### config.mk
export PLATFORM = sky130hd
export DESIGN_NAME = env_gen_top
export DESIGN_NICKNAME = d
export VERILOG_FILES = /design/src/rtl/env_pkg.sv /design/src/rtl/env_gen_top.sv /design/src/rtl/env_stepper.sv /design/src/rtl/env_state_ram.sv /design/src/rtl/env_slot_scanner.sv /design/src/rtl/env_param_regs.sv
export SDC_FILE = /design/constraint.sdc
export NUM_CORES = 1
export LEC_CHECK = 0
export BUFFER_PORTS_ARGS = -buffer_cell sky130_fd_sc_hd__buf_2
export CAP_MARGIN = 20
export CORE_MARGIN = 2
export CORE_UTILIZATION = 34
export DETAILED_ROUTE_END_ITERATION = 10
export PLACE_DENSITY = 0.46
export RECOVER_POWER = 100
export SLEW_MARGIN = 20
export SYNTH_ARGS = -nofsm -noshare
export SYNTH_HDL_FRONTEND = slang
export SYNTH_HIERARCHICAL = 1
export SYNTH_SLANG_ARGS = --single-unit
### constraint.sdc
create_clock -name read -period 10.78 [get_ports read]
set_input_delay 1.617 -clock read [delete_from_list [all_inputs] [get_ports read]]
set_output_delay 1.617 -clock read [all_outputs]
set_load 0.01 [all_outputs]
### src/rtl/env_pkg.sv
// envelope generator shared types
`default_nettype none

package env_pkg;

    localparam int NUM_VOICES = 4;
    localparam int NUM_ENVS   = 4;
    localparam int VOICE_W    = 2;
    localparam int ENV_W      = 2;
    localparam int NUM_SLOTS  = NUM_VOICES * NUM_ENVS;
    localparam int MAIN_ENV   = 1;                  // main volume envelope
    localparam int NUM_SEGS   = 4;                  // rate/level pairs per envelope
    localparam int ENV_BYTE_W = 3;                  // byte offset inside one envelope
    localparam int FRAC_W     = 8;
    localparam int LEVEL_W    = 16;                 // 8.8 accumulator
    localparam int OUT_W      = LEVEL_W - FRAC_W;
    localparam int WB_ADR_W   = 5;
    localparam int WB_DAT_W   = 8;

    typedef struct packed {
        logic [VOICE_W-1:0] voice;
        logic [ENV_W-1:0]   env;
    } slot_ref_t;

    typedef struct packed {
        logic [NUM_SEGS-1:0][WB_DAT_W-1:0] rate;    // R3..R0
        logic [NUM_SEGS-1:0][WB_DAT_W-1:0] level;   // L3..L0
    } env_params_t;

    typedef enum logic [2:0] {
        IDLE,
        SEG0,
        SEG1,
        SEG2,
        SUSTAIN,
        RELEASE
    } env_phase_e;

    typedef struct packed {
        env_phase_e         phase;
        logic [LEVEL_W-1:0] acc;
    } env_state_t;

    typedef struct packed {
        logic             valid;
        slot_ref_t        slot;
        logic [OUT_W-1:0] level;
    } env_out_t;

    typedef struct packed {
        logic                cyc;
        logic                stb;
        logic                we;
        logic [WB_ADR_W-1:0] adr;
        logic [WB_DAT_W-1:0] dat;
    } wb_req_t;

    typedef struct packed {
        logic                ack;
        logic [WB_DAT_W-1:0] dat;
    } wb_rsp_t;

endpackage

`default_nettype wire
### src/rtl/env_gen_top.sv
// envelope generator top
`timescale 1ns/1ps
`default_nettype none

module env_gen_top
    import env_pkg::*;
(
    input  wire                   read,
    input  wire                   iRST_N,
    input  wb_req_t               wb_req,
    output wb_rsp_t               wb_rsp,
    input  wire [NUM_VOICES-1:0]  keys_on,
    output env_out_t              env_out,
    output wire [NUM_VOICES-1:0]  voice_free
);

    slot_ref_t   scan_slot;
    logic        scan_valid;
    logic        clear_we;
    env_state_t  rd_state;
    env_params_t params;
    logic        step_we;
    env_state_t  step_state;
    logic        ram_we;
    slot_ref_t   ram_wr_slot;
    env_state_t  ram_wr_state;

    env_slot_scanner u_scan (
        .read       (read),
        .iRST_N     (iRST_N),
        .slot       (scan_slot),
        .slot_valid (scan_valid),
        .clear_we   (clear_we)
    );

    env_param_regs u_regs (
        .read      (read),
        .iRST_N    (iRST_N),
        .wb_req    (wb_req),
        .wb_rsp    (wb_rsp),
        .param_env (scan_slot.env),
        .params    (params)
    );

    // sweep owns the write port, otherwise the slot read one cycle ago
    assign ram_we       = clear_we | step_we;
    assign ram_wr_slot  = clear_we ? scan_slot : slot_ref_t'(scan_slot - 1'b1);
    assign ram_wr_state = clear_we ? env_state_t'{phase: IDLE, acc: '0} : step_state;

    env_state_ram u_ram (
        .read     (read),
        .rd_slot  (scan_slot),
        .rd_state (rd_state),
        .wr_en    (ram_we),
        .wr_slot  (ram_wr_slot),
        .wr_state (ram_wr_state)
    );

    env_stepper u_step (
        .read       (read),
        .iRST_N     (iRST_N),
        .in_valid   (scan_valid),
        .in_slot    (scan_slot),
        .state      (rd_state),
        .params     (params),
        .keys_on    (keys_on),
        .wr_en      (step_we),
        .wr_state   (step_state),
        .env_out    (env_out),
        .voice_free (voice_free)
    );

endmodule

`default_nettype wire

### src/rtl/env_stepper.sv
// envelope stepper
`timescale 1ns/1ps
`default_nettype none

module env_stepper
    import env_pkg::*;
(
    input  wire                  read,
    input  wire                  iRST_N,
    input  wire                  in_valid,
    input  slot_ref_t            in_slot,
    input  env_state_t           state,
    input  env_params_t          params,
    input  wire [NUM_VOICES-1:0] keys_on,
    output logic                 wr_en,
    output env_state_t           wr_state,
    output env_out_t             env_out,
    output logic [NUM_VOICES-1:0] voice_free
);

    logic               valid_q;
    slot_ref_t          slot_q;
    logic               key;
    env_phase_e         ph;        // phase after key handling
    logic [LEVEL_W-1:0] acc0;
    logic [LEVEL_W-1:0] acc_n;
    logic [1:0]         seg;
    logic               ramp;
    logic [LEVEL_W-1:0] target;
    logic [LEVEL_W-1:0] step;
    logic [LEVEL_W:0]   up;
    env_state_t         nxt;
    logic               out_valid;
    slot_ref_t          out_slot;
    logic [OUT_W-1:0]   out_level;

    // line up with the memory read
    always_ff @(posedge read or negedge iRST_N) begin
        if (!iRST_N) begin
            valid_q <= 1'b0;
        end else begin
            valid_q <= in_valid;
        end
    end

    always_ff @(posedge read) begin
        slot_q <= in_slot;
    end

    always_comb begin
        key  = keys_on[slot_q.voice];
        ph   = state.phase;
        acc0 = state.acc;
        if (key && state.phase == IDLE) begin
            ph   = SEG0;
            acc0 = '0;
        end else if (key && state.phase == RELEASE) begin
            ph = SEG0;                                  // retrigger from current level
        end else if (!key && state.phase != IDLE && state.phase != RELEASE) begin
            ph = RELEASE;
        end

        ramp = 1'b1;
        case (ph)
            SEG0:    seg = 2'd0;
            SEG1:    seg = 2'd1;
            SEG2:    seg = 2'd2;
            RELEASE: seg = 2'd3;
            default: begin
                seg  = 2'd0;
                ramp = 1'b0;                            // idle or sustain hold
            end
        endcase

        target = LEVEL_W'(params.level[seg]) << FRAC_W;
        step   = LEVEL_W'(params.rate[seg]);
        up     = {1'b0, acc0} + {1'b0, step};

        if (!ramp) begin
            acc_n = acc0;
        end else if (acc0 < target) begin
            acc_n = (up >= {1'b0, target}) ? target : up[LEVEL_W-1:0];
        end else if (acc0 - target <= step) begin
            acc_n = target;
        end else begin
            acc_n = acc0 - step;
        end

        nxt.acc   = acc_n;
        nxt.phase = ph;
        if (ramp && acc_n == target) begin
            case (ph)
                SEG0:    nxt.phase = SEG1;
                SEG1:    nxt.phase = SEG2;
                SEG2:    nxt.phase = SUSTAIN;
                default: nxt.phase = IDLE;              // release done
            endcase
        end
    end

    assign wr_en    = valid_q;
    assign wr_state = nxt;

    always_ff @(posedge read or negedge iRST_N) begin
        if (!iRST_N) begin
            out_valid  <= 1'b0;
            voice_free <= '1;
        end else begin
            out_valid <= valid_q;
            if (valid_q && slot_q.env == ENV_W'(MAIN_ENV)) begin
                voice_free[slot_q.voice] <= (nxt.phase == IDLE);
            end
        end
    end

    always_ff @(posedge read) begin
        out_slot  <= slot_q;
        out_level <= nxt.acc[LEVEL_W-1 -: OUT_W];
    end

    assign env_out = '{valid: out_valid, slot: out_slot, level: out_level};

    // a segment ramp stays between the stored level and its target
    seg_no_overshoot: assert property (@(posedge read) disable iff (!iRST_N)
        (wr_en && ph inside {SEG0, SEG1, SEG2}) |->
            ((acc0 <= target) ? (wr_state.acc >= acc0 && wr_state.acc <= target)
                              : (wr_state.acc <= acc0 && wr_state.acc >= target)));

endmodule

`default_nettype wire

### src/rtl/env_state_ram.sv
// per-slot envelope state memory
`timescale 1ns/1ps
`default_nettype none

module env_state_ram
    import env_pkg::*;
(
    input  wire        read,
    input  slot_ref_t  rd_slot,
    output env_state_t rd_state,
    input  wire        wr_en,
    input  slot_ref_t  wr_slot,
    input  env_state_t wr_state
);

    env_state_t mem [NUM_SLOTS];
    logic [VOICE_W+ENV_W-1:0] rd_idx;
    logic [VOICE_W+ENV_W-1:0] wr_idx;

    assign rd_idx = rd_slot;
    assign wr_idx = wr_slot;

    always_ff @(posedge read) begin
        if (wr_en) begin
            mem[wr_idx] <= wr_state;
        end
        rd_state <= mem[rd_idx];     // sync read
    end

endmodule

`default_nettype wire

### src/rtl/env_slot_scanner.sv
// slot scanner
`timescale 1ns/1ps
`default_nettype none

module env_slot_scanner
    import env_pkg::*;
(
    input  wire       read,
    input  wire       iRST_N,
    output slot_ref_t slot,
    output logic      slot_valid,
    output logic      clear_we
);

    logic [VOICE_W+ENV_W-1:0] cnt;   // voice*4 + env

    always_ff @(posedge read or negedge iRST_N) begin
        if (!iRST_N) begin
            cnt        <= '0;
            clear_we   <= 1'b1;      // init sweep first
            slot_valid <= 1'b0;
        end else begin
            cnt <= cnt + 1'b1;
            if (clear_we && cnt == (NUM_SLOTS - 1)) begin
                clear_we   <= 1'b0;
                slot_valid <= 1'b1;
            end
        end
    end

    assign slot = slot_ref_t'(cnt);

    // sweep and scan never overlap
    scan_excl: assert property (@(posedge read) disable iff (!iRST_N)
        !(clear_we && slot_valid));

endmodule

`default_nettype wire

### src/rtl/env_param_regs.sv
// envelope parameter registers
`timescale 1ns/1ps
`default_nettype none

module env_param_regs
    import env_pkg::*;
(
    input  wire               read,
    input  wire               iRST_N,
    input  wb_req_t           wb_req,
    output wb_rsp_t           wb_rsp,
    input  wire [ENV_W-1:0]   param_env,
    output env_params_t       params
);

    logic [WB_DAT_W-1:0] mem [NUM_ENVS][2*NUM_SEGS];   // R0..R3 then L0..L3
    logic                req;
    logic                take;
    logic                ack_q;
    logic [WB_DAT_W-1:0] rd_dat;
    logic [ENV_W-1:0]    wb_env;
    logic [ENV_BYTE_W-1:0] wb_byte;

    assign req     = wb_req.cyc && wb_req.stb;
    assign take    = req && !ack_q;                     // one ack per request
    assign wb_env  = wb_req.adr[WB_ADR_W-1 -: ENV_W];
    assign wb_byte = wb_req.adr[ENV_BYTE_W-1:0];

    always_ff @(posedge read or negedge iRST_N) begin
        if (!iRST_N) begin
            ack_q <= 1'b0;
            for (int e = 0; e < NUM_ENVS; e++) begin
                for (int b = 0; b < 2*NUM_SEGS; b++) begin
                    mem[e][b] <= '0;
                end
            end
        end else begin
            ack_q <= take;
            if (take && wb_req.we) begin
                mem[wb_env][wb_byte] <= wb_req.dat;     // lands with ack
            end
        end
    end

    always_ff @(posedge read) begin
        if (take) begin
            rd_dat <= mem[wb_env][wb_byte];
        end
    end

    assign wb_rsp = '{ack: ack_q, dat: rd_dat};

    // parameter set of the envelope under scan, one cycle later
    always_ff @(posedge read) begin
        for (int k = 0; k < NUM_SEGS; k++) begin
            params.rate[k]  <= mem[param_env][k];
            params.level[k] <= mem[param_env][k + NUM_SEGS];
        end
    end

    // ack only answers a request that was raised the cycle before
    ack_has_req: assert property (@(posedge read) disable iff (!iRST_N)
        wb_rsp.ack |-> (wb_req.cyc && wb_req.stb && $past(req)));

endmodule

`default_nettype wire

==> out/metrics.cfg, run 1 <==
[outcome]
status = finished with violations
violations = max-capacitance violations, max-slew violations

[sta]
setup_violations = 0
rsz0062_at_grt = no
finalHoldViolCount = 0
period_minus_slack_ps = 9710
skew_ps = 29.6
fmax_mhz = 103
fin_hold_ws_ps = 345
fin_tns_setup_ps = 0
tightest_slew_ps = 7650
maxSlewHeadroom = -4.10
report.final.slew_viol_count = 866
post-route-period-util = 0.901

[yosys]
synth_top_area_share = 0.299
synth_seq_cells = 680
avgSynthCellArea_sq_um = 15.0
synth_cells = 2089
ys_seq_area_frac = 0.578
synth.cell_area_sq_um = 31300
post-synth-top-area-cell = edfxtp_1
synthFlopType = edfxtp_1
synth_enable_flop_cells = 312
yosys_warnings = 6
netlist_top_cells_area = edfxtp_1, dfrtp_1, mux4_2
yosysUniqueCellTypes = 98
syn-num-nets = 2148
async_reset_ff_frac = 0.396

[routing]
routedWlPerCell_um = 28.3
via_count = 18700
vias_per_cell = 5.53
wl_um = 95900
drt_iter0_markers = 1300
drt_first_pass_iters = 5
ant_nets = 0
drc_errors = 0

[floorplanning]
dieHeight_um = 307
rows = 111
start_util = 0.343
die_x_um = 307
ios = 48
core_area_sq_um = 91400
die-area_sq_um = 94500

[place]
gp_congestion = 0.919
place_inst = 3240
hpwlAfterDp_um = 64500
io_buffers = 47

[setup_path]
cp.required_ps = 11060
timing.rr.start = u_step/slot_q[2]$_DFF_P_
cp_max_fo = 16
end_kind = register
slowest_delay_ps = 770
cpMostUsedCell = a2111oi_0
critical_path_buf_inv_count = 2
start_kind = input pin
cp.arrival_ps = 10000
path_delay_family = compound AO/OA/AOI/OAI gates
critPathSlowestCell = a2111oi_0
path_cells = buf_2 -> mux4_2 -> mux2i_4 -> mux2i_1 -> mux2_2 -> ha_1 -> nor2b_1 -> a2111oi_0 -> o211a_2 -> nand3_1 -> xnor2_1 -> inv_1 -> ha_1 -> nand4_1 -> nor4_1 -> o2111ai_1 -> o31ai_2 -> a2111oi_0 -> a2111oi_0 -> nand4_1 -> nor4_4 -> mux2i_1 -> o2bb2ai_1 -> nor2b_1
cp-startpoint = keys_on[3]
worstSetupPathType = input pin to register

[power]
peakVddDrop_mv = 0.0978
cellLeakagePower_uw = 0.0137
power-per-cell-area_nw_per_um2 = 172

[cells_and_area]
final_cell_count_no_fill = 3386
multi_input_area_sq_um = 12300
fill_cells = 8580
regArea_sq_um = 18100
nets = 2193
layout.core_utilization = 0.385
drive_gt1_frac = 0.277
area_delta_synth_final_pct = 12.4

[clock_network]
clk_path_buf_depth = 3
clock_sinks = 680
cts.reportedPaths.clkPinSlew_ps = 50
post_cts_buffers = 0
cts_resized = 0
htreeDepth = 3
cts_tree = done
hold_buffers = 0
cts_made_buffers = 77
clk_latency_ps = 640
cts.root.buffer_cell = clkbuf_16

[job]
cap_violations = 30

[grt]
grt_pass1_wl_um = 140000
grt.total_usage = 0.204
antenna_found_initial = 2
globalRouteOverflowTotal = 0
grt_max_degree = 94
grt_pass1_vias = 19700

[min_path]
hp-start = u_step/slot_q[1]$_DFF_P_
hp-class = register to register

==> metrics by stage <==
stage / area (sq um) / setup WS (ps) / power (uW)
finish: 35200 / 1070 / 6050
floorplan: 31300 / 1860 / 3200
global placement: 32900 / 753 / 3390
CTS: 35500 / 1250 / 6130
global route: 35200 / 411 / 6270
detailed placement: 32900 / 601 / 3390
==> cell type report <==
type                            instances  area share
Sequential cell                       680       0.514
Tap cell                             1186      0.0422
Antenna cell                            1   0.0000711
Multi-Input combinational cell       1245       0.351
Timing Repair Buffer                   96      0.0131
Inverter                               34     0.00363
Clock buffer                          118      0.0679
Clock inverter                         26     0.00793
==> state kept, by name, summed over array words and instances, names as in the netlist, 4 cells and up <==
signal / count
u_regs/rd_dat: 8
u_scan/slot: 4
u_ram/mem: 304
u_ram/rd_state: 19
u_regs/mem: 256
u_step/env_out: 4
u_regs/params: 64
u_step/out_level: 8
u_step/voice_free: 4
u_step/slot_q: 4
==> cell families after synthesis <==
kind of cell | share of synthesized area
buffers and inverters | 0.0239
DFF | 0.578
and+or+nand+nor | 0.0649
adders and majority gates | 0.0155
AOI/OAI and AO/OA | 0.0611
xor gates and xnor gates | 0.00667
muxes | 0.250
==> worst register-to-register path: stages (launching register included) <==
cell	delay [ps]
dfxtp_1	510
mux4_2	770
mux2i_4	530
mux2i_1	180
mux2_2	310
ha_1	480
nor2b_1	240
a2111oi_0	770
o211a_2	390
nand3_1	120
xnor2_1	300
inv_1	90
ha_1	320
nand4_1	110
nor4_1	250
o2111ai_1	220
o31ai_2	740
a2111oi_0	270
a2111oi_0	510
nand4_1	240
nor4_4	420
mux2i_1	250
o2bb2ai_1	120
nor2b_1	740
==> final timing paths <==
| path | end | slack (ps) | cells after the start |
|---|---|---|---|
| hold / removal | u_step/env_out[9]$_DFF_P_ | 350 | 0 |
| max in group asynchronous | u_regs/mem[160]$_DFFE_PN0P_ | 2010 | 2 |
| min in group asynchronous | u_scan/slot[2]$_DFF_PN0_ | 2760 | 1 |
| hold reg to reg | u_step/env_out[9]$_DFF_P_ | 350 | 0 |
| setup reg to reg | u_ram/mem[14][18]$_DFFE_PP_ | 1570 | 23 |
| setup / recovery | u_ram/mem[14][18]$_DFFE_PP_ | 1070 | 24 |
==> layout by cell type (no fill, tap or decap), drive strengths merged, types with 44 or more instances in the layout <==
cell,n
a22oi,44
o22ai,69
dfrtp,264
nor2,67
mux4,143
clkbuf,177
nand2,85
mux2,266
mux2i,161
edfxtp,312
dfxtp,99
==> report_power, final <==
part / switching (uW) / internal [uW] / leakage (uW)
clock: 1070 / 1650 / 0.00131
sequential: 61.0 / 2820 / 0.00729
combinational: 275 / 177 / 0.00512
total: 1400 / 4650 / 0.0137
==> synthesized netlist by cell type, types with 9 or more instances <==
library cell,n
edfxtp_1,312
dfrtp_1,264
mux2_2,264
mux2i_1,160
mux4_2,143
dfxtp_1,99
nand2_1,79
o22ai_1,69
clkbuf_1,61
nor2_1,57
a22oi_1,44
buf_2,40
a21oi_1,39
ha_1,34
inv_1,34
nor2b_1,32
nor4_1,22
o21ai_0,21
nor3_1,20
nand2b_1,16
and2_1,14
buf_1,14
xnor2_1,14
nand3_1,13
a211oi_1,10
nor2_2,10
o21a_1,9
==> routing by layer <==
metal  track usage  wire length, um
met1         0.266            41900
met2         0.351            47900
met3        0.0234             2950
met4        0.0698             3140
met5             0                0
Power figures use the tool's default switching activity.
==> run 2, diff against run 1 <==
- BUFFER_PORTS_ARGS: -buffer_cell sky130_fd_sc_hd__buf_2 -> -buffer_cell sky130_fd_sc_hd__clkbuf_2
- CORE_ASPECT_RATIO: unset -> 0.6
==> out/metrics.cfg, run 2 (synthesized netlist as in run 1, its figures left out) <==
[outcome]
status = finished with violations  ; unchanged
violations = max-capacitance violations, max-slew violations  ; unchanged

[floorplanning]
start_util = 0.342  ; was 0.343
rows = 86  ; was 111
die-area_sq_um = 94600  ; was 94500 sq um
die_x_um = 396  ; was 307 um
dieHeight_um = 239  ; was 307 um
core_area_sq_um = 91500  ; was 91400 sq um
ios = 48  ; unchanged

[sta]
maxSlewHeadroom = -2.90  ; was -4.10
period_minus_slack_ps = 10160  ; was 9710 ps
setup_violations = 0  ; unchanged
rsz0062_at_grt = no  ; unchanged
tightest_slew_ps = 5850  ; was 7650 ps
fmax_mhz = 98.5  ; was 103 MHz
fin_hold_ws_ps = 350  ; was 345 ps
skew_ps = 27.5  ; was 29.6 ps
fin_tns_setup_ps = 0  ; unchanged
post-route-period-util = 0.942  ; was 0.901
finalHoldViolCount = 0  ; unchanged
report.final.slew_viol_count = 976  ; was 866

[routing]
drc_errors = 0  ; unchanged
ant_nets = 0  ; unchanged
wl_um = 105000  ; was 95900 um
vias_per_cell = 5.77  ; was 5.53
drt_first_pass_iters = 5  ; unchanged
drt_iter0_markers = 2263  ; was 1300
via_count = 19800  ; was 18700
routedWlPerCell_um = 30.6  ; was 28.3 um

[setup_path]
ff2ff_setup_slack_ps = 1140  ; was 1570 ps
slowest_delay_ps = 900  ; was 770 ps
start_kind = input pin  ; unchanged
cp_max_fo = 16  ; unchanged
worstSetupPathType = input pin to register  ; unchanged
critPathSlowestCell = a2111oi_0  ; unchanged
cp.required_ps = 11110  ; was 11060 ps
path_cells = clkbuf_2 -> mux4_2 -> mux2i_4 -> buf_4 -> mux2i_1 -> mux2_1 -> ha_1 -> nand2b_1 -> a2111oi_0 -> o211a_1 -> nand3_1 -> mux2_2 -> ha_1 -> nand2_1 -> nor4_1 -> o2111ai_1 -> o31ai_2 -> nand2_1 -> a2bb2oi_1 -> nand4_1 -> nor4_4 -> mux2i_1 -> nor2_1 -> nor2b_1  ; was buf_2 -> mux4_2 -> mux2i_4 -> mux2i_1 -> mux2_2 -> ha_1 -> nor2b_1 -> a2111oi_0 -> o211a_2 -> nand3_1 -> xnor2_1 -> inv_1 -> ha_1 -> nand4_1 -> nor4_1 -> o2111ai_1 -> o31ai_2 -> a2111oi_0 -> a2111oi_0 -> nand4_1 -> nor4_4 -> mux2i_1 -> o2bb2ai_1 -> nor2b_1
cp.arrival_ps = 10480  ; was 10000 ps
end_kind = register  ; unchanged

[grt]
antenna_found_initial = 11  ; was 2
grt_max_degree = 99  ; was 94
grt_pass1_wl_um = 149000  ; was 140000 um
grt_pass1_vias = 19100  ; was 19700
grt.busiest_layer = met1  ; was met2
grt.total_usage = 0.222  ; was 0.204
globalRouteOverflowTotal = 0  ; unchanged
grt_util_met1 = 0.388  ; was 0.266
gr-usage-met3 = 0.0466  ; was 0.0234
use_met2 = 0.271  ; was 0.351

[cells_and_area]
layout.core_utilization = 0.382  ; was 0.385
largest-register = u_ram/mem  ; unchanged
nets = 2191  ; was 2193
final_cell_count_no_fill = 3427  ; was 3386
layout_common_cells = edfxtp_1, dfrtp_1, mux2_2, mux2i_1, mux4_2  ; was edfxtp_1, mux2_2, dfrtp_1, mux2i_1, mux4_2
largest_reg_flops = 304  ; unchanged
area_delta_synth_final_pct = 11.5  ; was 12.4%
fill_cells = 8595  ; was 8580
drive_gt1_frac = 0.270  ; was 0.277
layout_commonest_cell = edfxtp_1  ; unchanged
multi_input_area_sq_um = 12300  ; about the same
fin_area_sq_um = 34900  ; was 35200 sq um
regArea_sq_um = 18100  ; unchanged

[job]
cap_violations = 33  ; was 30

[place]
gp_congestion = 0.925  ; was 0.919
dpl_cell_area_sq_um = 33000  ; was 32900 sq um
hpwlAfterDp_um = 71300  ; was 64500 um
place_inst = 3292  ; was 3240
io_buffers = 47  ; unchanged

[clock_network]
cts.root.buffer_cell = clkbuf_16  ; unchanged
cts.reportedPaths.clkPinSlew_ps = 60  ; was 50 ps
htreeDepth = 3  ; unchanged
clk_path_buf_depth = 3  ; unchanged
cts_made_buffers = 70  ; was 77
post_cts_buffers = 0  ; unchanged
cts_tree = done  ; unchanged
hold_buffers = 0  ; unchanged
cts_resized = 0  ; unchanged
clk_latency_ps = 660  ; was 640 ps
clock_sinks = 680  ; unchanged

[power]
cellLeakagePower_uw = 0.0136  ; was 0.0137 uW
power-per-cell-area_nw_per_um2 = 167  ; was 172 nW/um^2
peakVddDrop_mv = 0.0861  ; was 0.0978 mV

[min_path]
hp-class = register to register  ; unchanged

run 2: cell types whose count changed in the layout (fill, tap and decap cells not counted), sizes merged:
cell | previous run | this run
clkinv | 18 | 20
bufinv | 5 | 3
diode | 1 | 5
dlygate4sd2 | 0 | 1
clkdlybuf4s25 | 2 | 0
inv | 35 | 38
clkbuf | 177 | 182
buf | 35 | 19
run 2: routing by layer:
metal / up-vias / routed length, um
met2: 755 / 38700
met1: 10700 / 57500
met3: 89 / 7700
li1: 8234 / -
met4: 4 / 1050
met5: - / 23
run 2: cell type report:
type | instances | share of cell area
Sequential cell | 680 | 0.518
Clock buffer | 101 | 0.0579
Multi-Input combinational cell | 1245 | 0.354
Antenna cell | 5 | 0.000358
Clock inverter | 29 | 0.00824
Timing Repair Buffer | 101 | 0.0138
Tap cell | 1232 | 0.0441
Inverter | 34 | 0.00366
run 2: critical path, delay by kind of cell:
family / cells / cell delay (ps)
AOI/OAI and AO/OA: 5 / 2740
adders and majority gates: 2 / 730
buffers and inverters: 2 / 340
muxes: 6 / 1970
and+or+nand+nor: 9 / 3030
run 2: final timing paths:
| kind | from | to | cells past startpoint |
|---|---|---|---|
| worst max-delay path | keys_on[3] | u_ram/mem[5][17]$_DFFE_PP_ | 24 |
| worst min-delay path | u_step/slot_q[0]$_DFF_P_ | u_step/env_out[8]$_DFF_P_ | 0 |
| worst max register to register | u_step/slot_q[2]$_DFF_P_ | u_ram/mem[5][17]$_DFFE_PP_ | 23 |
| worst min register to register | u_step/slot_q[0]$_DFF_P_ | u_step/env_out[8]$_DFF_P_ | 0 |
| max in group asynchronous | iRST_N | u_regs/mem[48]$_DFFE_PN0P_ | 2 |
| min in group asynchronous | iRST_N | u_regs/mem[220]$_DFFE_PN0P_ | 1 |
run 2: where the power goes:
| group | switching [uW] | internal, uW |
|---|---|---|
| Combinational | 304 | 182 |
| Clock | 1080 | 1400 |
| Sequential | 62.6 | 2820 |
| Total | 1440 | 4400 |
run 2: per-stage QoR:
| stage | power (uW) | worst slack, ps |
|---|---|---|
| floorplan | 3200 | 1860 |
| global placement | 3410 | 695 |
| detailed placement | 3410 | 577 |
| CTS | 5900 | 1250 |
| global route | 6050 | 340 |
| finish | 5840 | 623 |
==> run 3, diff against run 2 <==
- CORE_UTILIZATION: 34 -> 35
- PLACE_DENSITY: 0.46 -> 0.5
==> out/metrics.cfg, run 3 (synthesized netlist as in run 1, its figures left out) <==
[sta]
post-route-period-util = 0.922  ; was 0.942
period_minus_slack_ps = 9930  ; was 10160 ps
finalHoldViolCount = 0  ; unchanged
tightest_slew_ps = 5250  ; was 5850 ps
finalWorstSetupSlack_ps = 845  ; was 623 ps
setup_violations = 0  ; unchanged
rsz0062_at_grt = no  ; unchanged
report.final.slew_viol_count = 815  ; was 976
fmax_mhz = 101  ; was 98.5 MHz
maxSlewHeadroom = -2.50  ; was -2.90
skew_ps = 23.8  ; was 27.5 ps
fin_tns_setup_ps = 0  ; unchanged

[routing]
drt_first_pass_iters = 5  ; unchanged
drt_iter0_markers = 1810  ; was 2263
drc_errors = 0  ; unchanged
routedWlPerCell_um = 30.7  ; was 30.6 um
wl_um = 103000  ; was 105000 um
ant_nets = 0  ; unchanged
vias_per_cell = 5.78  ; was 5.77
via_count = 19300  ; was 19800

[power]
power-per-cell-area_nw_per_um2 = 168  ; was 167 nW/um^2
clkPwrFrac = 0.427  ; was 0.423
switching_power_uw = 1400  ; was 1440 uW
power_frac_seq = 0.492  ; was 0.494
peakVddDrop_mv = 0.103  ; was 0.0861 mV
p_int_uw = 4470  ; was 4400 uW
pwr-share-comb = 0.081  ; was 0.083
cellLeakagePower_uw = 0.0136  ; about the same
p_sw_frac = 0.239  ; was 0.247

[grt]
antenna_found_initial = 5  ; was 11
grt_max_degree = 95  ; was 99
grt_pass1_vias = 19200  ; was 19100
grt_pass1_wl_um = 145000  ; was 149000 um
grt.total_usage = 0.221  ; was 0.222
globalRouteOverflowTotal = 0  ; unchanged

[cells_and_area]
largest-register = u_ram/mem  ; unchanged
area_delta_synth_final_pct = 11.4  ; was 11.5%
fin_area_sq_um = 34900  ; about the same
final_cell_count_no_fill = 3342  ; was 3427
layout_commonest_cell = edfxtp_1  ; unchanged
largest_reg_flops = 304  ; unchanged
nets = 2182  ; was 2191
drive_gt1_frac = 0.272  ; was 0.270
fill_cells = 8160  ; was 8595
layout_common_cells = edfxtp_1, dfrtp_1, mux2_2, mux2i_1, mux4_2  ; unchanged
antenna_cells = 0  ; was 5

[floorplanning]
core_area_sq_um = 88100  ; was 91500 sq um
start_util = 0.355  ; was 0.342
rows = 84  ; was 86
ios = 48  ; unchanged
die_x_um = 390  ; was 396 um
dieHeight_um = 236  ; was 239 um
die-area_sq_um = 91900  ; was 94600 sq um

[clock_network]
htreeDepth = 3  ; unchanged
cts_resized = 0  ; unchanged
cts.root.buffer_cell = clkbuf_16  ; unchanged
hold_buffers = 0  ; unchanged
cts_made_buffers = 70  ; unchanged
post_cts_buffers = 0  ; unchanged
clk_path_buf_depth = 3  ; unchanged
cts_tree = done  ; unchanged
clock_sinks = 680  ; unchanged
clk_latency_ps = 650  ; was 660 ps
cts.reportedPaths.clkPinSlew_ps = 60  ; about the same

[place]
place_ws_ps = 820  ; was 577 ps
dpl_cell_area_sq_um = 32800  ; was 33000 sq um
hpwlAfterDp_um = 70700  ; was 71300 um
place_inst = 3212  ; was 3292
gp_congestion = 0.929  ; was 0.925
io_buffers = 47  ; unchanged

[setup_path]
end_kind = register  ; unchanged
ff2ff_path_depth = 23  ; unchanged
r2r_end = u_ram/mem[10][16]$_DFFE_PP_  ; was u_ram/mem[5][17]$_DFFE_PP_
cp.arrival_ps = 10450  ; was 10480 ps
worstSetupPathType = input pin to register  ; unchanged
cp.required_ps = 11300  ; was 11110 ps
timing.rr.start = u_step/slot_q[2]$_DFF_P_  ; unchanged
ff2ff_setup_slack_ps = 1510  ; was 1140 ps
cp_max_fo = 52  ; was 16
start_kind = input pin  ; unchanged
cp-startpoint = wb_req[11]  ; was keys_on[3]

[min_path]
hold_path_depth = 0  ; unchanged
hp-class = register to register  ; unchanged
hp-start = u_step/slot_q[0]$_DFF_P_  ; unchanged
hold_end = u_step/env_out[8]$_DFF_P_  ; unchanged

[outcome]
status = finished with violations  ; unchanged
violations = max-capacitance violations, max-slew violations  ; unchanged

[job]
cap_violations = 28  ; was 33

==> run 3: cell types whose count changed in the layout (fill, tap and decap cells not counted), moves of 5 or more <==
cell and delta:
clkbuf_1 -14, clkbuf_8 +7, nor2_1 +6, diode_2 -5
nor2_2 -5
==> run 3: critical path, stage by stage <==
cell	delay [ps]
clkbuf_1	2880
clkbuf_1	2560
nand3_1	1520
nor4_2	1430
mux2_2	430
==> run 3: per-stage QoR <==
| stage | hold slack, ps | total power [uW] | util |
|---|---|---|---|
| CTS | 357 | 5930 | 0.400 |
| floorplan | 322 | 3200 | - |
| global route | 369 | 6090 | 0.396 |
| global placement | 345 | 3400 | 0.373 |
| detailed placement | 353 | 3410 | 0.373 |
| finish | 356 | 5870 | 0.396 |
==> run 3: area by class of cell <==
class / count / area, sq um / area share
sequential: 680 / 18100 / 0.519
inverter: 34 / 128 / 0.00366
tap: 1161 / 1450 / 0.0416
clock inverter: 28 / 270 / 0.00775
timing repair buffer: 92 / 458 / 0.0131
multi-input combinational: 1245 / 12400 / 0.355
clock buffer: 102 / 2120 / 0.0607
==> run 3: per-layer routing <==
| layer | track usage | wire, um |
|---|---|---|
| met5 | 0.0130 | 181 |
| met4 | 0.0391 | 1350 |
| met3 | 0.0922 | 11500 |
| met2 | 0.274 | 38300 |
| met1 | 0.351 | 51200 |
==> run 3: how the worst max path moves through the flow <==
stage	endpoint	slack (ps)	cells past startpoint
after floorplan	u_ram/mem[0][18]$_DFFE_PP_	1860	27
after global placement	u_ram/mem[8][17]$_DFFE_PP_	750	25
after detailed placement	u_ram/mem[5][18]$_DFFE_PP_	820	25
after CTS	u_ram/mem[6][18]$_DFFE_PP_	1450	25
after global routing	u_ram/mem[1][16]$_DFFE_PP_	370	24
final	u_regs/mem[56]$_DFFE_PN0P_	850	5
==> run 3: power by group through the flow <==
stage | Clock [uW] | Combinational (uW) | Sequential (uW)
after floorplan | 0 | 290 | 2910
after global placement | 0 | 464 | 2930
after detailed placement | 0 | 470 | 2940
after CTS | 2570 | 472 | 2880
after global routing | 2680 | 511 | 2890
final | 2500 | 478 | 2890
